<file path="src/stbuf_pkg.sv">
// shared widths, vector types and store size codes, referenced by scoped name from RTL and testbench
package stbuf_pkg;

   // ------------------------------------------------------------------------
   // widths
   // ------------------------------------------------------------------------
   localparam int SB_ADDR_BITS     = 16;                    // byte address into the data memory
   localparam int BYTE_WIDTH       = 4;                     // bytes per data word
   localparam int DATA_WIDTH       = 8 * BYTE_WIDTH;
   localparam int BYTE_OFFSET_BITS = $clog2(BYTE_WIDTH);   // byte position within a word
   localparam int WORD_ADDR_BITS   = SB_ADDR_BITS - BYTE_OFFSET_BITS;

   // ------------------------------------------------------------------------
   // vector types
   // ------------------------------------------------------------------------
   typedef logic [SB_ADDR_BITS-1:0]   sb_addr_t;
   typedef logic [WORD_ADDR_BITS-1:0] word_addr_t;         // byte address minus the offset bits
   typedef logic [BYTE_WIDTH-1:0]     byte_en_t;
   typedef logic [DATA_WIDTH-1:0]     data_t;

   // core store size, value sits in the low bytes of the store data
   typedef enum logic [1:0] {
      SIZE_BYTE = 2'd0,
      SIZE_HALF = 2'd1,
      SIZE_WORD = 2'd2
   } st_size_e;

endpackage

</file>
<file path="src/stbuf_store_align.sv">
// store input stage: takes one core store per four-phase req/ack and hands it on word-aligned
`timescale 1ns/1ps

module stbuf_store_align (
   input  logic                  clk,
   input  logic                  reset,
   input  logic                  store_req,
   input  stbuf_pkg::sb_addr_t   store_addr,
   input  stbuf_pkg::st_size_e   store_size,
   input  stbuf_pkg::data_t      store_data,
   output logic                  store_ack,
   output logic                  st_valid,
   output stbuf_pkg::word_addr_t st_waddr,
   output stbuf_pkg::byte_en_t   st_byteen,
   output stbuf_pkg::data_t      st_wdata,
   input  logic                  st_accept
);

   typedef enum logic [1:0] {
      IDLE,
      HOLD,
      ACK
   } state_e;

   state_e                                  state;
   stbuf_pkg::sb_addr_t                     req_addr;     // raw store as sampled on req
   stbuf_pkg::st_size_e                     req_size;
   stbuf_pkg::data_t                        req_data;
   logic [stbuf_pkg::BYTE_OFFSET_BITS-1:0] req_offset;
   stbuf_pkg::byte_en_t                     size_mask;
   stbuf_pkg::byte_en_t                     align_byteen;
   stbuf_pkg::data_t                        align_data;

   // ------------------------------------------------------------------------
   // byte enables and byte placement
   // ------------------------------------------------------------------------
   assign req_offset = req_addr[stbuf_pkg::BYTE_OFFSET_BITS-1:0];

   always_comb begin
      case (req_size)
         stbuf_pkg::SIZE_BYTE: size_mask = 4'b0001;
         stbuf_pkg::SIZE_HALF: size_mask = 4'b0011;
         default:              size_mask = 4'b1111;
      endcase
   end

   // bytes pushed past the top of the word are dropped
   assign align_byteen = size_mask << req_offset;
   assign align_data   = req_data << {req_offset, 3'b000};

   assign store_ack = (state == ACK);

   // ------------------------------------------------------------------------
   // handshake FSM
   // ------------------------------------------------------------------------
   always_ff @(posedge clk) begin
      if (reset) begin
         state    <= IDLE;
         st_valid <= 1'b0;
      end else begin
         case (state)
            IDLE: begin
               if (store_req) begin
                  state <= HOLD;
               end
            end
            HOLD: begin
               if (!st_valid) begin
                  st_valid <= 1'b1;           // aligned copy ready next cycle
               end else if (st_accept) begin
                  st_valid <= 1'b0;
                  state    <= ACK;
               end
            end
            ACK: begin
               if (!store_req) begin
                  state <= IDLE;
               end
            end
            default: state <= IDLE;
         endcase
      end
   end

   always_ff @(posedge clk) begin
      if (state == IDLE && store_req) begin
         req_addr <= store_addr;
         req_size <= store_size;
         req_data <= store_data;
      end
      if (state == HOLD && !st_valid) begin
         st_waddr  <= req_addr[stbuf_pkg::SB_ADDR_BITS-1:stbuf_pkg::BYTE_OFFSET_BITS];
         st_byteen <= align_byteen;
         st_wdata  <= align_data;
      end
   end

endmodule

</file>
<file path="src/stbuf_entries.sv">
// circular entry array: merges stores to a held word, allocates new words and presents the head
`timescale 1ns/1ps

module stbuf_entries #(
   parameter int DEPTH = 4
) (
   input  logic                              clk,
   input  logic                              reset,
   input  logic                              st_valid,
   input  stbuf_pkg::word_addr_t             st_waddr,
   input  stbuf_pkg::byte_en_t               st_byteen,
   input  stbuf_pkg::data_t                  st_wdata,
   output logic                              st_accept,
   input  logic                              pop,
   output logic                              head_vld,
   output stbuf_pkg::word_addr_t             head_waddr,
   output stbuf_pkg::byte_en_t               head_byteen,
   output stbuf_pkg::data_t                  head_data,
   output logic [DEPTH-1:0]                  ent_vld,
   output stbuf_pkg::word_addr_t [DEPTH-1:0] ent_waddr,
   output stbuf_pkg::byte_en_t [DEPTH-1:0]   ent_byteen,
   output stbuf_pkg::data_t [DEPTH-1:0]      ent_data,
   output logic                              stbuf_full
);

   localparam int PTR_W = $clog2(DEPTH);

   typedef logic [PTR_W-1:0] ptr_t;

   ptr_t                                wr_ptr;
   ptr_t                                rd_ptr;
   logic [DEPTH-1:0]                    merge_vec;    // entry already holds the store's word
   logic [DEPTH-1:0]                    wr_en;
   logic                                merge_hit;
   logic                                alloc;
   stbuf_pkg::byte_en_t [DEPTH-1:0]     byteen_in;
   stbuf_pkg::data_t [DEPTH-1:0]        data_in;

   // wraps at DEPTH so non power of two depths work
   function automatic ptr_t ptr_next(input ptr_t ptr);
      return (ptr == ptr_t'(DEPTH - 1)) ? '0 : ptr + 1'b1;
   endfunction

   // ------------------------------------------------------------------------
   // coalescing match and allocation
   // ------------------------------------------------------------------------
   always_comb begin
      for (int i = 0; i < DEPTH; i++) begin
         // the head being popped this cycle cannot take a merge
         merge_vec[i] = st_valid & ent_vld[i] & (ent_waddr[i] == st_waddr) &
                        ~(pop & (rd_ptr == ptr_t'(i)));
      end
   end

   assign merge_hit = |merge_vec;
   assign st_accept = st_valid & (merge_hit | ~stbuf_full);   // merges go in even when full
   assign alloc     = st_accept & ~merge_hit;

   always_comb begin
      for (int i = 0; i < DEPTH; i++) begin
         wr_en[i]     = merge_vec[i] | (alloc & (wr_ptr == ptr_t'(i)));
         byteen_in[i] = st_byteen | (merge_vec[i] ? ent_byteen[i] : '0);
         for (int b = 0; b < stbuf_pkg::BYTE_WIDTH; b++) begin
            // keep an old byte only if it was enabled and the new store skips it
            data_in[i][8*b +: 8] = (merge_vec[i] & ent_byteen[i][b] & ~st_byteen[b]) ?
                                   ent_data[i][8*b +: 8] : st_wdata[8*b +: 8];
         end
      end
   end

   // ------------------------------------------------------------------------
   // valid bits and pointers
   // ------------------------------------------------------------------------
   always_ff @(posedge clk) begin
      if (reset) begin
         ent_vld <= '0;
         wr_ptr  <= '0;
         rd_ptr  <= '0;
      end else begin
         if (pop) begin
            ent_vld[rd_ptr] <= 1'b0;
            rd_ptr          <= ptr_next(rd_ptr);
         end
         if (alloc) begin
            ent_vld[wr_ptr] <= 1'b1;
            wr_ptr          <= ptr_next(wr_ptr);
         end
      end
   end

   always_ff @(posedge clk) begin
      for (int i = 0; i < DEPTH; i++) begin
         if (wr_en[i]) begin
            ent_waddr[i]  <= st_waddr;
            ent_byteen[i] <= byteen_in[i];
            ent_data[i]   <= data_in[i];
         end
      end
   end

   // oldest entry goes to the drain stage
   assign head_vld    = ent_vld[rd_ptr];
   assign head_waddr  = ent_waddr[rd_ptr];
   assign head_byteen = ent_byteen[rd_ptr];
   assign head_data   = ent_data[rd_ptr];

   assign stbuf_full  = &ent_vld;

endmodule

</file>
<file path="src/stbuf_load_fwd.sv">
// load lookup: matches a load word against buffered stores and registers the forwarded bytes
`timescale 1ns/1ps

module stbuf_load_fwd #(
   parameter int DEPTH = 4
) (
   input  logic                              clk,
   input  logic                              reset,
   input  logic                              load_en,
   input  stbuf_pkg::sb_addr_t               load_addr,
   input  logic [DEPTH-1:0]                  ent_vld,
   input  stbuf_pkg::word_addr_t [DEPTH-1:0] ent_waddr,
   input  stbuf_pkg::byte_en_t [DEPTH-1:0]   ent_byteen,
   input  stbuf_pkg::data_t [DEPTH-1:0]      ent_data,
   output stbuf_pkg::byte_en_t               fwd_byteen,
   output stbuf_pkg::data_t                  fwd_data
);

   stbuf_pkg::word_addr_t load_waddr;
   logic [DEPTH-1:0]      ld_match;
   stbuf_pkg::byte_en_t   fwd_byteen_nxt;
   stbuf_pkg::data_t      fwd_data_nxt;

   assign load_waddr = load_addr[stbuf_pkg::SB_ADDR_BITS-1:stbuf_pkg::BYTE_OFFSET_BITS];

   // stores coalesce per word, so the OR picks a single entry at most
   always_comb begin
      fwd_byteen_nxt = '0;
      fwd_data_nxt   = '0;
      for (int i = 0; i < DEPTH; i++) begin
         ld_match[i]     = load_en & ent_vld[i] & (ent_waddr[i] == load_waddr);
         fwd_byteen_nxt |= {stbuf_pkg::BYTE_WIDTH{ld_match[i]}} & ent_byteen[i];
         for (int b = 0; b < stbuf_pkg::BYTE_WIDTH; b++) begin
            fwd_data_nxt[8*b +: 8] |= {8{ld_match[i] & ent_byteen[i][b]}} &
                                      ent_data[i][8*b +: 8];    // only enabled bytes
         end
      end
   end

   // ------------------------------------------------------------------------
   // forward registers, one cycle after the lookup
   // ------------------------------------------------------------------------
   always_ff @(posedge clk) begin
      if (reset) begin
         fwd_byteen <= '0;
         fwd_data   <= '0;
      end else begin
         fwd_byteen <= fwd_byteen_nxt;
         fwd_data   <= fwd_data_nxt;
      end
   end

endmodule

</file>
<file path="src/stbuf_drain.sv">
// drain stage: pops the head entry and writes it to the data memory over a four-phase handshake
`timescale 1ns/1ps

module stbuf_drain (
   input  logic                  clk,
   input  logic                  reset,
   input  logic                  head_vld,
   input  stbuf_pkg::word_addr_t head_waddr,
   input  stbuf_pkg::byte_en_t   head_byteen,
   input  stbuf_pkg::data_t      head_data,
   output logic                  pop,
   output logic                  drain_req,
   output stbuf_pkg::word_addr_t drain_addr,
   output stbuf_pkg::byte_en_t   drain_byteen,
   output stbuf_pkg::data_t      drain_data,
   input  logic                  drain_ack,
   output logic                  stbuf_empty
);

   typedef enum logic [1:0] {
      DR_IDLE,
      DR_REQ,
      DR_RELEASE
   } drain_state_e;

   drain_state_e state;

   assign pop         = head_vld & (state == DR_IDLE);   // copy and pop on the same edge
   assign drain_req   = (state == DR_REQ);
   assign stbuf_empty = ~head_vld & (state == DR_IDLE);

   // ------------------------------------------------------------------------
   // handshake FSM
   // ------------------------------------------------------------------------
   always_ff @(posedge clk) begin
      if (reset) begin
         state <= DR_IDLE;
      end else begin
         case (state)
            DR_IDLE: begin
               if (pop) begin
                  state <= DR_REQ;
               end
            end
            DR_REQ: begin
               if (drain_ack) begin
                  state <= DR_RELEASE;
               end
            end
            DR_RELEASE: begin
               if (!drain_ack) begin
                  state <= DR_IDLE;   // memory released ack
               end
            end
            default: state <= DR_IDLE;
         endcase
      end
   end

   always_ff @(posedge clk) begin
      if (pop) begin
         drain_addr   <= head_waddr;
         drain_byteen <= head_byteen;
         drain_data   <= head_data;
      end
   end

endmodule

</file>
<file path="src/stbuf_top.sv">
// store buffer top: align, entry array, load lookup and drain stages wired together
`timescale 1ns/1ps

module stbuf_top #(
   parameter int DEPTH = 4
) (
   input  logic                  clk,
   input  logic                  reset,
   // core store port
   input  logic                  store_req,
   input  stbuf_pkg::sb_addr_t   store_addr,
   input  stbuf_pkg::st_size_e   store_size,
   input  stbuf_pkg::data_t      store_data,
   output logic                  store_ack,
   // memory drain port
   output logic                  drain_req,
   output stbuf_pkg::word_addr_t drain_addr,
   output stbuf_pkg::byte_en_t   drain_byteen,
   output stbuf_pkg::data_t      drain_data,
   input  logic                  drain_ack,
   // load lookup
   input  logic                  load_en,
   input  stbuf_pkg::sb_addr_t   load_addr,
   output stbuf_pkg::byte_en_t   fwd_byteen,
   output stbuf_pkg::data_t      fwd_data,
   // status
   output logic                  stbuf_full,
   output logic                  stbuf_empty
);

   // align to entries
   logic                              st_valid;
   stbuf_pkg::word_addr_t             st_waddr;
   stbuf_pkg::byte_en_t               st_byteen;
   stbuf_pkg::data_t                  st_wdata;
   logic                              st_accept;

   // entries to drain
   logic                              head_vld;
   stbuf_pkg::word_addr_t             head_waddr;
   stbuf_pkg::byte_en_t               head_byteen;
   stbuf_pkg::data_t                  head_data;
   logic                              pop;

   // entries to load lookup
   logic [DEPTH-1:0]                  ent_vld;
   stbuf_pkg::word_addr_t [DEPTH-1:0] ent_waddr;
   stbuf_pkg::byte_en_t [DEPTH-1:0]   ent_byteen;
   stbuf_pkg::data_t [DEPTH-1:0]      ent_data;

   stbuf_store_align u_align (
      .clk        (clk),
      .reset      (reset),
      .store_req  (store_req),
      .store_addr (store_addr),
      .store_size (store_size),
      .store_data (store_data),
      .store_ack  (store_ack),
      .st_valid   (st_valid),
      .st_waddr   (st_waddr),
      .st_byteen  (st_byteen),
      .st_wdata   (st_wdata),
      .st_accept  (st_accept)
   );

   stbuf_entries #(
      .DEPTH (DEPTH)
   ) u_entries (
      .clk         (clk),
      .reset       (reset),
      .st_valid    (st_valid),
      .st_waddr    (st_waddr),
      .st_byteen   (st_byteen),
      .st_wdata    (st_wdata),
      .st_accept   (st_accept),
      .pop         (pop),
      .head_vld    (head_vld),
      .head_waddr  (head_waddr),
      .head_byteen (head_byteen),
      .head_data   (head_data),
      .ent_vld     (ent_vld),
      .ent_waddr   (ent_waddr),
      .ent_byteen  (ent_byteen),
      .ent_data    (ent_data),
      .stbuf_full  (stbuf_full)
   );

   stbuf_load_fwd #(
      .DEPTH (DEPTH)
   ) u_load_fwd (
      .clk        (clk),
      .reset      (reset),
      .load_en    (load_en),
      .load_addr  (load_addr),
      .ent_vld    (ent_vld),
      .ent_waddr  (ent_waddr),
      .ent_byteen (ent_byteen),
      .ent_data   (ent_data),
      .fwd_byteen (fwd_byteen),
      .fwd_data   (fwd_data)
   );

   stbuf_drain u_drain (
      .clk          (clk),
      .reset        (reset),
      .head_vld     (head_vld),
      .head_waddr   (head_waddr),
      .head_byteen  (head_byteen),
      .head_data    (head_data),
      .pop          (pop),
      .drain_req    (drain_req),
      .drain_addr   (drain_addr),
      .drain_byteen (drain_byteen),
      .drain_data   (drain_data),
      .drain_ack    (drain_ack),
      .stbuf_empty  (stbuf_empty)
   );

endmodule

</file>
<file path="config.mk">
export PLATFORM = sky130hd
export DESIGN_NAME = stbuf_top
export DESIGN_NICKNAME = d
export VERILOG_FILES = /design/src/stbuf_pkg.sv /design/src/stbuf_store_align.sv /design/src/stbuf_entries.sv /design/src/stbuf_load_fwd.sv /design/src/stbuf_drain.sv /design/src/stbuf_top.sv
export SDC_FILE = /design/constraint.sdc
export NUM_CORES = 1
export LEC_CHECK = 0
export BUFFER_PORTS_ARGS = -buffer_cell sky130_fd_sc_hd__buf_2
export CELL_PAD_IN_SITES_DETAIL_PLACEMENT = 0
export CELL_PAD_IN_SITES_GLOBAL_PLACEMENT = 1
export CORE_ASPECT_RATIO = 1.4
export CORE_MARGIN = 4
export CORE_UTILIZATION = 50
export DETAILED_ROUTE_END_ITERATION = 10
export PLACE_DENSITY = 0.83
export SKIP_LAST_GASP = 1
export SYNTH_ARGS = -nofsm -noshare
export SYNTH_HDL_FRONTEND = slang
export SYNTH_HIERARCHICAL = 1
export SYNTH_SLANG_ARGS = --single-unit
export TNS_END_PERCENT = 30
</file>
<file path="constraint.sdc">
create_clock -name clk -period 10.65 [get_ports clk]
set_clock_uncertainty 0.1 [all_clocks]
set_input_delay 2.13 -clock clk [delete_from_list [all_inputs] [get_ports clk]]
set_output_delay 2.13 -clock clk [all_outputs]
set_load 0.03 [all_outputs]
</file>
# Word level (Yosys, flattened, before mapping)

Index checks and enable logic that the tools add are counted.

Flip-flop bits (word level): 399
Word-level logic and storage cells: 292

Add/subtract/negate cells: 2
Order comparisons: 4
Equality and inequality tests: 26
Shifts and indexed selects: 2
Mux-type cells: 33
Bitwise gates (word level): 154
Reduce and logical (&&, ||, !) cells: 30

Operators with widths:

| cell                                                                         | number |
|---|---|
| 8-bit bitwise AND                                                            | 16 |
| 14-bit == test                                                               | 8 |
| 8-bit OR                                                                     | 12 |
| 1-bit bitwise AND                                                            | 80 |
| 32-bit binary-select mux with 2-bit select                                   | 1 |
| 32-bit two-way mux                                                           | 1 |
| 4-bit two-way mux                                                            | 8 |
| 4-bit OR                                                                     | 8 |
| 2-bit AND reduction                                                          | 16 |
| 32-bit by 5-bit left shift with 32-bit output                                | 1 |
| 14-bit binary-select mux with 2-bit select                                   | 1 |
| 1-bit NOT                                                                    | 27 |
| 4-bit bitwise AND                                                            | 5 |
| 2-bit two-way mux                                                            | 9 |
| 14-bit two-way mux                                                           | 1 |
| 2-bit == test, second input constant                                         | 6 |
| 2-bit case mux with 3 select lines                                           | 2 |
| 2-bit by 1-bit == test with 1-bit output, second input constant              | 5 |
| 2-bit logical NOT                                                            | 5 |
| 4-bit binary-select mux with 2-bit select                                    | 1 |
| 2-bit != test, second input constant                                         | 4 |
| 4-bit case mux with 2 select lines                                           | 1 |
| 4-bit AND reduction                                                          | 2 |
| 2-bit by 3-bit less-than comparator with 1-bit output, second input constant | 2 |
| 13 further kinds                                                             | 29 |

# Longest topological paths before layout

Gate-level depths: netlist of the first run.

Word-level depth: 13
Gate-level depth with buffers: 11
Gate-level depth less buffers: 9

# By module

The synthesis of the first run kept the hierarchy.

By module, submodules not included:

| module            | times used | cells each | area each (sq um) | sequential area each (sq um) |
|---|---|---|---|---|
| stbuf_entries     | 1          | 487        | 9112.5            | 6165.9 |
| stbuf_store_align | 1          | 188        | 3713.6            | 3062.9 |
| stbuf_load_fwd    | 1          | 342        | 2915.3            | 720.7 |
| stbuf_drain       | 1          | 59         | 1590.3            | 1541.5 |

# Worst setup path before layout of the first run

No wires, ideal clock.

Path type: register to register
Start point: register u_entries.rd_ptr[0]
End point: register u_entries/ent_data[32] in the netlist's numbering, enable pin
Arrival time: 7019 ps
Data required time: 10220 ps
Path slack: 3201 ps
Stages on the path, launching flop included: 12
Buffers on the path: 3
Period minus slack after synthesis: 7449 ps
Cells stage by stage: dfxtp_1 clkbuf_1 buf_2 mux4_2 nor3b_1 a21boi_2 nand4_2 nor4_4 nor4_1 or2_1 buf_6 o21a_1

Word-level cells in the longest chain between the ends: 13
Elaborated cells between the ends (all ways): 30
Those cells by class: 3 x eq/ne; 2 x mux; 22 x bitwise; 3 x reduce/logical

Ends and longest elaborated chain:

| element                                     | RTL line             | source |
|---|---|---|
| start: declaration                          | stbuf_entries.sv:31  | `ptr_t rd_ptr;` |
| start signal: assignment                    | stbuf_entries.sv:82  | `rd_ptr <= ptr_next(rd_ptr);` |
| 1-bit binary-select mux with 2-bit select * | stbuf_entries.sv:102 | `assign head_vld = ent_vld[rd_ptr];` |
| 1-bit two-way mux (implied by the code) *   | stbuf_entries.sv:102 |  |
| via head_vld                                | stbuf_top.sv:39      | `logic head_vld;` |
| 1-bit bitwise AND *                         | stbuf_drain.sv:28    | `assign pop = head_vld & (state == DR_IDLE);` |
| via pop                                     | stbuf_top.sv:43      | `logic pop;` |
| 1-bit bitwise AND                           | stbuf_entries.sv:51  | `~(pop & (rd_ptr == ptr_t'(i)));` |
| 1-bit NOT                                   | stbuf_entries.sv:51  |  |
| 1-bit bitwise AND                           | stbuf_entries.sv:50  | `merge_vec[i] = st_valid & ent_vld[i] & (ent_waddr[i] == st_waddr) &` |
| 4-bit OR reduction                          | stbuf_entries.sv:55  | `assign merge_hit = \|merge_vec;` |
| 1-bit OR                                    | stbuf_entries.sv:56  | `assign st_accept = st_valid & (merge_hit \| ~stbuf_full);` |
| 1-bit bitwise AND                           | stbuf_entries.sv:56  |  |
| 1-bit bitwise AND                           | stbuf_entries.sv:57  | `assign alloc = st_accept & ~merge_hit;` |
| 1-bit bitwise AND                           | stbuf_entries.sv:61  | `wr_en[i] = merge_vec[i] \| (alloc & (wr_ptr == ptr_t'(i)));` |
| 1-bit OR *                                  | stbuf_entries.sv:61  |  |
| via u_entries.wr_en[1]                      | stbuf_entries.sv:33  | `logic [DEPTH-1:0] wr_en;` |
| 2-bit AND reduction (no line) *             | --                   |  |
| end signal: indexed assignment              | stbuf_entries.sv:96  | `ent_data[i] <= data_in[i];` |
| end: declaration                            | stbuf_entries.sv:22  | `output stbuf_pkg::data_t [DEPTH-1:0] ent_data,` |

Mark *: on every way through the listed nets, which the timed path passes. The rest lies on a longest branch. The select of a mux whose other input is x is not followed.
A chain may end at the register's enable or synchronous reset.

# Final worst setup path of the first run

Start point: register u_entries.rd_ptr[1]
End point: register u_entries/ent_data[28] in the netlist's numbering, enable pin

Word-level cells in the longest chain between the ends: 13
Elaborated cells between the ends (all ways): 30
Those cells by class: 3 x eq/ne; 2 x mux; 22 x bitwise; 3 x reduce/logical

Ends and longest elaborated chain:

| element                                     | RTL line |
|---|---|
| 1-bit binary-select mux with 2-bit select * | stbuf_entries.sv:102 |
| 1-bit two-way mux (implied by the code) *   | stbuf_entries.sv:102 |
| via head_vld                                | stbuf_top.sv:39 |
| 1-bit bitwise AND *                         | stbuf_drain.sv:28 |
| via pop                                     | stbuf_top.sv:43 |
| 1-bit bitwise AND                           | stbuf_entries.sv:51 |
| 1-bit NOT                                   | stbuf_entries.sv:51 |
| 1-bit bitwise AND                           | stbuf_entries.sv:50 |
| 4-bit OR reduction                          | stbuf_entries.sv:55 |
| 1-bit OR                                    | stbuf_entries.sv:56 |
| 1-bit bitwise AND                           | stbuf_entries.sv:56 |
| 1-bit bitwise AND                           | stbuf_entries.sv:57 |
| 1-bit bitwise AND                           | stbuf_entries.sv:61 |
| 1-bit OR                                    | stbuf_entries.sv:61 |
| 2-bit AND reduction (no line) *             | -- |

Marked as above.

==> metrics.md, run 1 <==
| Metric | Value |
|---|---|
| Status | completed |
| Sequential-to-total area share from yosys stat | 66.3% |
| Routed WL | 43800 µm |
| Antenna viol nets, final | 0 |
| Crit-path max FO | 56 |
| Share of the synthesized area in the top cell type | 60.6% |
| Vias per cell | 6.15 |
| Share of layout cells above drive strength 1 | 26.9% |
| Final Non-Filler Cells | 1698 |
| Ys Warns | 6 |
| Async set or reset register ratio after synthesis | 0% |
| Setup WS pre-CTS | 5.65 ns |
| Post_cts resized | 0 |
| FMAX | 196 MHz |
| First-pass GRT wire length | 64600 µm |
| Later-pin clock latency in the skew report | 0.54 ns |
| Post-route minimum period | 5.09 ns |
| Mapped Cells | 1076 |
| H-tree depth | 2 |
| DR iter-0 viols | 1174 |
| Final hold violation count | 0 |
| Synthesized area | 17300 µm² |
| Clock sink total | 399 |
| Ys flop type | edfxtp_1 |
| Final TNS setup | 0 ns |
| Tot GR Track Use | 23.0% |
| Worst-case clock buffer depth | 3 |
| Clock transition at path regs | 0.06 ns |
| Hpwl dp | 29000 µm |
| Count leader, synth | edfxtp_1 |
| Pwr dens | 181 nW/µm² |
| Arr. time, crit path | 5.17 ns |
| Worst Setup End Kind | flip-flop |
| Starting Density | 50.8% |
| Final design area excluding fillers | 19800 µm² |
| Flops & latches, synth | 399 |
| Largest net degree at the start of global routing | 57 |
| VDD IR-drop max | 0.155 mV |
| Area after DPL | 18400 µm² |
| Yosys cell types | 57 |
| Critical Path RT | 10.73 ns |
| Die height | 228 µm |
| WS Path Type | flip-flop to flip-flop |
| RSZ-0062 raised after global routing | no |
| Max-slew violation count | 0 |
| Slew at the pin closest to its max-slew limit | 0.942 ns |
| Remaining global-route overflow | 0 |
| Layout Utilization | 58.1% |
| Rows | 80 |
| Placed cells | 1626 |
| Final #Nets | 1295 |
| Period utilization | 47.8% |
| Drt drc | 0 |
| Via count | 10400 |
| Final GP Congestion | 0.936 |
| CTS Root Cell | clkbuf_16 |
| Post-route setup slack | 5.56 ns |
| Ant diodes | 0 |
| Initial antenna violation count | 0 |
| Num CTS Buffers | 39 |
| # IOs | 161 |
| Max Cap Viol | 0 |
| Number of flops mapped to enable cells by yosys | 350 |
| CTS tree | done |
| Startpoint types | flip-flop |
| Core ar. | 34100 µm² |
| Post-CTS setup buffer count | 0 |
| Routed WL per cell | 25.8 µm |
| Post-synthesis average cell area | 16.1 µm² |
| Syn-to-layout area delta | 14.4% |
| Area contributors post-synth | edfxtp_1 (61%), mux4_2 (6.6%), dfxtp_1 (5.7%) |
| Commonest cells in the netlist | edfxtp_1 (350), xnor2_1 (78), nand4_1 (72) |
| Hold-fix buffers, CTS | 0 |
| Hold_ws | 0.318 ns |
| Die ar. | 37700 µm² |
| Drt first pass iters | 7 |
| Setup-failing EPs final | 0 |
| Vias in the first global route | 10400 |
| PortBufs | 158 |
| Worst rel slew slack | 37.2% |
| Fillers | 2599 |
| Leakage Power | 6.75 nW |
| Syn_nets | 1155 |
| Power consumption | 3.59 mW |
| Die width | 165 µm |
| Top cell type by total area after synthesis | edfxtp_1 |
| HP Class | flip-flop to flip-flop |
==> metal layers <==
layer  share of wire (%)  GRT usage [%]  vias to the layer above
met2                  52           40.3                      546
met5                   0              0                        -
met1                  37           29.2                     5209
li1                    -              -                     4597
met3                 7.3           3.25                       90
met4                 3.3           7.63                        0
==> power breakdown <==
part	internal, mW	switching (mW)	total (mW)
registers	1.79	0.0621	1.85
logic	0.112	0.182	0.294
clock network	0.856	0.581	1.44
==> flip-flops by register name (all words and copies together) (netlist names), 4 cells and up <==
name	cells
u_align/st_byteen	4
u_drain/drain_data	32
u_entries/ent_data	128
u_drain/drain_byteen	4
u_entries/ent_vld	4
u_align/req_addr	16
u_load_fwd/fwd_byteen	4
u_drain/drain_addr	14
u_entries/ent_byteen	16
u_entries/ent_waddr	56
u_align/st_wdata	32
u_align/req_data	32
u_load_fwd/fwd_data	32
u_align/st_waddr	14
==> worst paths after layout <==
path | from | endpoint | slack (ns) | cells after the start
max | u_entries/rd_ptr[1]$_SDFFE_PP0P_ | u_entries/ent_data[28]$_DFFE_PP_ | 5.56 | 9
min | u_align/req_addr[8]$_DFFE_PP_ | u_align/st_waddr[6]$_DFFE_PP_ | 0.32 | 0
max reg2reg | u_entries/rd_ptr[1]$_SDFFE_PP0P_ | u_entries/ent_data[28]$_DFFE_PP_ | 5.56 | 9
min reg2reg | u_align/req_addr[8]$_DFFE_PP_ | u_align/st_waddr[6]$_DFFE_PP_ | 0.32 | 0
==> final cells by class <==
cell class	count	area [µm²]	share of cell area, %
clock buffer	51	1170	5.89
clock inverter	21	213	1.07
inverter	10	37.5	0.189
multi-input combinational	591	5430	27.4
sequential	399	11500	58.0
tap	451	564	2.85
timing repair buffer	175	918	4.63
==> placed cells by master, fill, tap and decap left out, types with 16 or more instances in the layout <==
cell,n
mux2i_1,34
dfxtp_1,47
nand2_1,29
o311ai_1,36
xnor2_1,78
nand3_1,38
nand2b_1,20
o21a_1,16
and3_1,33
xor2_1,20
buf_4,17
edfxtp_1,350
nor2_1,19
clkbuf_16,45
buf_2,158
nand4_1,72
a32oi_1,32
mux4_2,51
==> logic make-up (layout without fill, tap and decap cells) <==
| family | after synthesis | in the layout | synth area share [%] |
|---|---|---|---|
| xor gates and xnor gates | 108 | 108 | 5.89 |
| AOI/OAI and AO/OA | 119 | 119 | 5.78 |
| muxes | 85 | 85 | 8.59 |
| and+or+nand+nor | 271 | 271 | 10.1 |
| buffers and inverters | 86 | 257 | 2.72 |
| adders and majority gates | 8 | 8 | 0.578 |
| DFF | 399 | 399 | 66.3 |
==> critical path: stages (launching register included) <==
cell      delay, ns
dfxtp_4        0.97
mux4_2         0.44
nor3b_2        0.17
buf_4          0.39
a21boi_2       0.39
nand4_1        0.19
nor4_4         0.76
or2_1          0.42
buf_4          0.38
o21a_1         0.48
Power figures use the tool's default switching activity.
==> run 2, diff against run 1 <==
clock period = 5.35 ns   (was 10.65 ns; I/O delays follow)
==> run 2 against run 1 <==
  * Power rose by 92%
  * Sequential power rose by 99%
  * Flip-flop and latch count did not move
  * Global-route usage rose by 0.25 points
  * Critical path depth fell by 1
  * Die area did not move
  * Critical endpoint is now u_entries/ent_data[111]$_DFFE_PP_
  * Worst setup slack got worse by 4.4 ns
  * First-iteration DRC count rose by 2.0%
  * Design area fell by 0.66%
==> metrics.md, run 2 (synthesis gave the netlist of run 1 again) <==
| Metric | Value |
|---|---|
| PortBufs | 158 (unchanged) |
| Clock transition at path regs | 0.06 ns (about the same) |
| Tot GR Track Use | 23.2% (was 23.0%) |
| Crit-path max FO | 21 (was 56) |
| Period utilization | 78.5% (was 47.8%) |
| Die height | 228 µm (unchanged) |
| CTS tree | done (unchanged) |
| RSZ-0062 raised after global routing | no (unchanged) |
| Worst rel slew slack | 27.2% (was 37.2%) |
| Setup WS pre-CTS | 1.25 ns (was 5.65 ns) |
| Hold_ws | 0.320 ns (was 0.318 ns) |
| Setup-failing EPs final | 0 (unchanged) |
| Via count | 10500 (was 10400) |
| First-pass GRT wire length | 65400 µm (was 64600 µm) |
| Max FFs per register | 128 (unchanged) |
| Routed WL | 44300 µm (was 43800 µm) |
| Core ar. | 34100 µm² (unchanged) |
| Final GP Congestion | 0.985 (was 0.936) |
| Syn-to-layout area delta | 13.6% (was 14.4%) |
| Largest regs | u_entries/ent_data (128), u_entries/ent_waddr (56) (unchanged) |
| VDD IR-drop max | 0.296 mV (was 0.155 mV) |
| Die width | 165 µm (unchanged) |
| Final hold violation count | 0 (unchanged) |
| Num CTS Buffers | 38 (was 39) |
| Hold-fix buffers, CTS | 0 (unchanged) |
| Drt drc | 0 (unchanged) |
| Most common cell after layout, fill and taps aside | edfxtp_1 (unchanged) |
| Antenna viol nets, final | 0 (unchanged) |
| Final TNS setup | 0 ns (unchanged) |
| Clock sink total | 399 (unchanged) |
| Starting Density | 50.8% (unchanged) |
| Drt first pass iters | 5 (was 7) |
| Final #Nets | 1299 (was 1295) |
| Ant diodes | 0 (unchanged) |
| Largest net degree at the start of global routing | 47 (was 57) |
| Remaining global-route overflow | 0 (unchanged) |
| CTS Root Cell | clkbuf_16 (unchanged) |
| Pwr dens | 350 nW/µm² (was 181 nW/µm²) |
| Arr. time, crit path | 4.27 ns (was 5.17 ns) |
| H-tree depth | 2 (unchanged) |
| DR iter-0 viols | 1198 (was 1174) |
| Post-route setup slack | 1.15 ns (was 5.56 ns) |
| Most frequent cells in the layout | edfxtp_1 (350), buf_2 (158), xnor2_1 (78) (unchanged) |
| Worst Setup End Kind | flip-flop (unchanged) |
| Leakage Power | 6.70 nW (was 6.75 nW) |
| Rows | 80 (unchanged) |
| Most flops, register | u_entries/ent_data (unchanged) |
| Vias per cell | 6.21 (was 6.15) |
| Critical Path RT | 5.42 ns (was 10.73 ns) |
| Die ar. | 37700 µm² (unchanged) |
| WS Path Type | flip-flop to flip-flop (unchanged) |
| Post-CTS setup buffer count | 0 (unchanged) |
| Vias in the first global route | 10600 (was 10400) |
| Later-pin clock latency in the skew report | 0.53 ns (was 0.54 ns) |
| Layout Utilization | 57.7% (was 58.1%) |
| Hpwl dp | 30300 µm (was 29000 µm) |
| Worst path max stage delay | 0.72 ns (was 0.97 ns) |
| Startpoint types | flip-flop (unchanged) |
| CP max-delay cell | nor3b_4 (was dfxtp_4) |
| Slew at the pin closest to its max-slew limit | 1.09 ns (was 0.942 ns) |
| Sequential standard cell area | 11500 µm² (about the same) |
| FMAX | 238 MHz (was 196 MHz) |
| Post-route minimum period | 4.20 ns (was 5.09 ns) |
| # IOs | 161 (unchanged) |
| Fillers | 2617 (was 2599) |
| Max-slew violation count | 0 (unchanged) |
| Worst-case clock buffer depth | 3 (unchanged) |
| Initial antenna violation count | 0 (unchanged) |
| Routed WL per cell | 26.1 µm (was 25.8 µm) |
| Share of layout cells above drive strength 1 | 26.5% (was 26.9%) |
| Worst path cell trace | mux4_2 -> nor3b_4 -> a21boi_2 -> nand4_2 -> nor4_4 -> nor4_1 -> or2_1 -> o21a_1 (was mux4_2 -> nor3b_2 -> buf_4 -> a21boi_2 -> nand4_1 -> nor4_4 -> or2_1 -> buf_4 -> o21a_1) |
| R2R setup slack | 1.15 ns (was 5.56 ns) |
| Max Cap Viol | 0 (unchanged) |
| Multi-input logic area | 5430 µm² (unchanged) |
| Status | completed (unchanged) |
| HP Class | flip-flop to flip-flop (unchanged) |
| Post_cts resized | 0 (unchanged) |
## run 2: critical path: cells and delay by family (launching register included)
family	cells	cell delay (ns)
simple gates	5	1.89
mux	1	0.36
flops	1	0.70
compound gates	2	0.75
## run 2: worst paths after layout
| check | end | depth (start not counted) | start |
|---|---|---|---|
| worst max-delay path | u_entries/ent_data[111]$_DFFE_PP_ | 8 | u_entries/rd_ptr[1]$_SDFFE_PP0P_ |
| worst min-delay path | u_align/st_waddr[4]$_DFFE_PP_ | 0 | u_align/req_addr[6]$_DFFE_PP_ |
| worst max register to register | u_entries/ent_data[111]$_DFFE_PP_ | 8 | u_entries/rd_ptr[1]$_SDFFE_PP0P_ |
| worst min register to register | u_align/st_waddr[4]$_DFFE_PP_ | 0 | u_align/req_addr[6]$_DFFE_PP_ |
## run 2: power breakdown
group / switching [mW] / total, mW / internal (mW) / leakage (nW)
registers: 0.116 / 3.68 / 3.57 / 3.63
clock network: 1.10 / 2.61 / 1.51 / 0.599
logic: 0.374 / 0.599 / 0.225 / 2.47
## run 2: final cells by class
cell class                      instances  share of cell area (%)
Tap cell                              451                    2.87
Timing Repair Buffer                  180                    4.85
Clock buffer                           52                    5.46
Inverter                               10                   0.191
Clock inverter                         15                   0.712
Sequential cell                       399                    58.4
Multi-Input combinational cell        591                    27.5
## run 2: layer usage
layer / track usage [%] / vias up / wire (µm)
li1: - / 4594 / -
met1: 29.3 / 5244 / 16000
met2: 40.7 / 597 / 23000
met3: 3.05 / 108 / 3500
met4: 8.54 / 0 / 1800
met5: 0 / - / 0
## run 2: metrics by stage
step | instances | instance area [µm²] | power, mW
2_1_floorplan | 1076 | 17300 | 4.13
3_3_place_gp | 1631 | 18500 | 4.34
3_5_place_dp | 1631 | 18500 | 4.35
4_1_cts | 1698 | 19700 | 6.96
5_1_grt | 1698 | 19700 | 7.13
6_report | 1698 | 19700 | 6.90
==> run 3, diff against run 2 <==
clock period = 4.1 ns   (was 5.35 ns; I/O delays follow)
==> run 3 against run 2 <==
  * Critical path depth unchanged
  * Design area up 1.3%
  * Die area unchanged
  * Global-route usage up 0.62 points
  * Sequential power up 30%
  * Power up 35%
  * Clock power up 41%
  * Routed wire length up 3.2%
  * Final cell count up 0.71%
  * Worst setup slack worse by 0.53 ns
  * Hold slack worse by 0.0065 ns
  * Via count about the same
  * Critical endpoint is now u_entries/ent_data[89]$_DFFE_PP_
  * Largest cell class unchanged
==> metrics.md, run 3 (synthesis gave the netlist of run 1 again) <==
| Metric | Value |
|---|---|
| Pwr dens | 465 nW/µm² (was 350 nW/µm²) |
| Post-route minimum period | 3.48 ns (was 4.20 ns) |
| WS Path Type | flip-flop to flip-flop (unchanged) |
| Setup-failing EPs final | 0 (unchanged) |
| Routed WL per cell | 26.7 µm (was 26.1 µm) |
| Sequential Power Share | 51.8% (was 53.4%) |
| Routed WL | 45700 µm (was 44300 µm) |
| Most common cell after layout, fill and taps aside | edfxtp_1 (unchanged) |
| Layout Utilization | 58.5% (was 57.7%) |
| Drt drc | 0 (unchanged) |
| Hold_ws | 0.314 ns (was 0.320 ns) |
| Clock sink total | 399 (unchanged) |
| HP Class | flip-flop to flip-flop (unchanged) |
| Max-slew violation count | 0 (unchanged) |
| Worst rel slew slack | 26.1% (was 27.2%) |
| Period utilization | 84.8% (was 78.5%) |
| VDD IR-drop max | 0.343 mV (was 0.296 mV) |
| Syn-to-layout area delta | 15.2% (was 13.6%) |
| Final #Nets | 1307 (was 1299) |
| First-pass GRT wire length | 66900 µm (was 65400 µm) |
| Pint | 7.12 mW (was 5.30 mW) |
| Tot GR Track Use | 23.8% (was 23.2%) |
| Share of layout cells above drive strength 1 | 28.2% (was 26.5%) |
| Setup WS pre-CTS | 0.604 ns (was 1.25 ns) |
| Num CTS Buffers | 39 (was 38) |
| Slew at the pin closest to its max-slew limit | 1.11 ns (was 1.09 ns) |
| Clock transition at path regs | 0.07 ns (was 0.06 ns) |
| Worst-case clock buffer depth | 3 (unchanged) |
| Crit path from | u_entries/rd_ptr[0]$_SDFFE_PP0P_ (was u_entries/rd_ptr[1]$_SDFFE_PP0P_) |
| Worst Setup End Kind | flip-flop (unchanged) |
| Hold-fix buffers, CTS | 0 (unchanged) |
| Final TNS setup | 0 ns (unchanged) |
| Switching share of power | 23.3% (was 23.1%) |
| Largest net degree at the start of global routing | 51 (was 47) |
| Final design area excluding fillers | 20000 µm² (was 19700 µm²) |
| Leakage Power | 6.80 nW (was 6.70 nW) |
| Later-pin clock latency in the skew report | 0.55 ns (was 0.53 ns) |
| # IOs | 161 (unchanged) |
| Clock network power share | 39.6% (was 37.9%) |
| Hold path startpoint | u_align/req_addr[5]$_DFFE_PP_ (was u_align/req_addr[6]$_DFFE_PP_) |
| Initial antenna violation count | 0 (unchanged) |
| Die width | 165 µm (unchanged) |
| Origin of the critical flop-to-flop path | u_entries/rd_ptr[0]$_SDFFE_PP0P_ (was u_entries/rd_ptr[1]$_SDFFE_PP0P_) |
| Post-route setup slack | 0.625 ns (was 1.15 ns) |
| FMAX | 288 MHz (was 238 MHz) |
| Largest regs | u_entries/ent_data (128), u_entries/ent_waddr (56) (unchanged) |
| Most frequent cells in the layout | edfxtp_1 (350), buf_2 (158), xnor2_1 (78) (unchanged) |
| Via count | 10600 (was 10500) |
| H-tree depth | 2 (unchanged) |
| PortBufs | 158 (unchanged) |
| Multi-input logic area | 5520 µm² (was 5430 µm²) |
| Startpoint types | flip-flop (unchanged) |
| Antenna viol nets, final | 0 (unchanged) |
| Rows | 80 (unchanged) |
| P_sw | 2.16 mW (was 1.59 mW) |
| Vias in the first global route | 10700 (was 10600) |
| CTS Root Cell | clkbuf_16 (unchanged) |
| Max Cap Viol | 0 (unchanged) |
| Sequential standard cell area | 11500 µm² (unchanged) |
| Post_cts resized | 0 (unchanged) |
| Ant diodes | 0 (unchanged) |
| Starting Density | 50.8% (unchanged) |
| Hpwl dp | 31700 µm (was 30300 µm) |
| Drt first pass iters | 7 (was 5) |
| Critical Path RT | 4.24 ns (was 5.42 ns) |
| Fillers | 2621 (was 2617) |
| Arr. time, crit path | 3.61 ns (was 4.27 ns) |
| Die ar. | 37700 µm² (unchanged) |
| CTS tree | done (unchanged) |
| Core ar. | 34100 µm² (unchanged) |
| Crit-path max FO | 12 (was 21) |
| Area after DPL | 18600 µm² (was 18500 µm²) |
| RSZ-0062 raised after global routing | no (unchanged) |
| Post-CTS setup buffer count | 0 (unchanged) |
| Gate power share | 8.7% (about the same) |
| Vias per cell | 6.17 (was 6.21) |
| Status | completed (unchanged) |
| Final GP Congestion | 0.960 (was 0.985) |
| Remaining global-route overflow | 0 (unchanged) |
| Most flops, register | u_entries/ent_data (unchanged) |
| DR iter-0 viols | 1040 (was 1198) |
| Final hold violation count | 0 (unchanged) |
| Die height | 228 µm (unchanged) |
| Max FFs per register | 128 (unchanged) |
run 3: through the flow:
stage          total power, mW  cells
6_report                  9.28   1710
5_1_grt                   9.59   1710
4_1_cts                   9.35   1710
3_5_place_dp              5.70   1638
3_3_place_gp              5.68   1638
2_1_floorplan             5.39   1076
run 3: path summary, 6_finish.rpt:
kind                                                         end  slack, ns  cells after the start
worst max-delay path            u_entries/ent_data[89]$_DFFE_PP_       0.62                      8
worst min-delay path               u_align/st_waddr[3]$_DFFE_PP_       0.31                      0
worst min register to register     u_align/st_waddr[3]$_DFFE_PP_       0.31                      0
worst max register to register  u_entries/ent_data[89]$_DFFE_PP_       0.62                      8
run 3: power by group through the flow:
stage	clock (mW)	sequential [mW]	combinational (mW)
2_1_floorplan	0	4.91	0.486
3_3_place_gp	0	4.88	0.799
3_5_place_dp	0	4.89	0.808
4_1_cts	3.74	4.80	0.809
5_1_grt	3.92	4.82	0.851
6_report	3.67	4.80	0.804
run 3: layout make-up:
| class | count | share of cell area, % |
|---|---|---|
| Inverter | 10 | 0.188 |
| Multi-Input combinational cell | 591 | 27.6 |
| Clock buffer | 54 | 5.53 |
| Clock inverter | 18 | 1.17 |
| Tap cell | 451 | 2.83 |
| Timing Repair Buffer | 187 | 5.05 |
| Sequential cell | 399 | 57.6 |
run 3: worst max-delay path: stages (launching register included):
cell      delay [ns]
dfxtp_4         0.34
mux4_2          0.52
nor3b_4         0.22
a21boi_2        0.30
nand4_2         0.16
nor4_4          0.60
or2_1           0.36
buf_4           0.31
o21a_4          0.25
run 3: per-layer routing:
layer  vias to the layer above  GRT usage, %  part of all wire, %
met3                       127          2.72                  6.9
met1                      5246          28.7                   35
met2                       560          42.5                   53
li1                       4617             -                    -
met4                         0          10.9                  5.2
met5                         -             0                    0
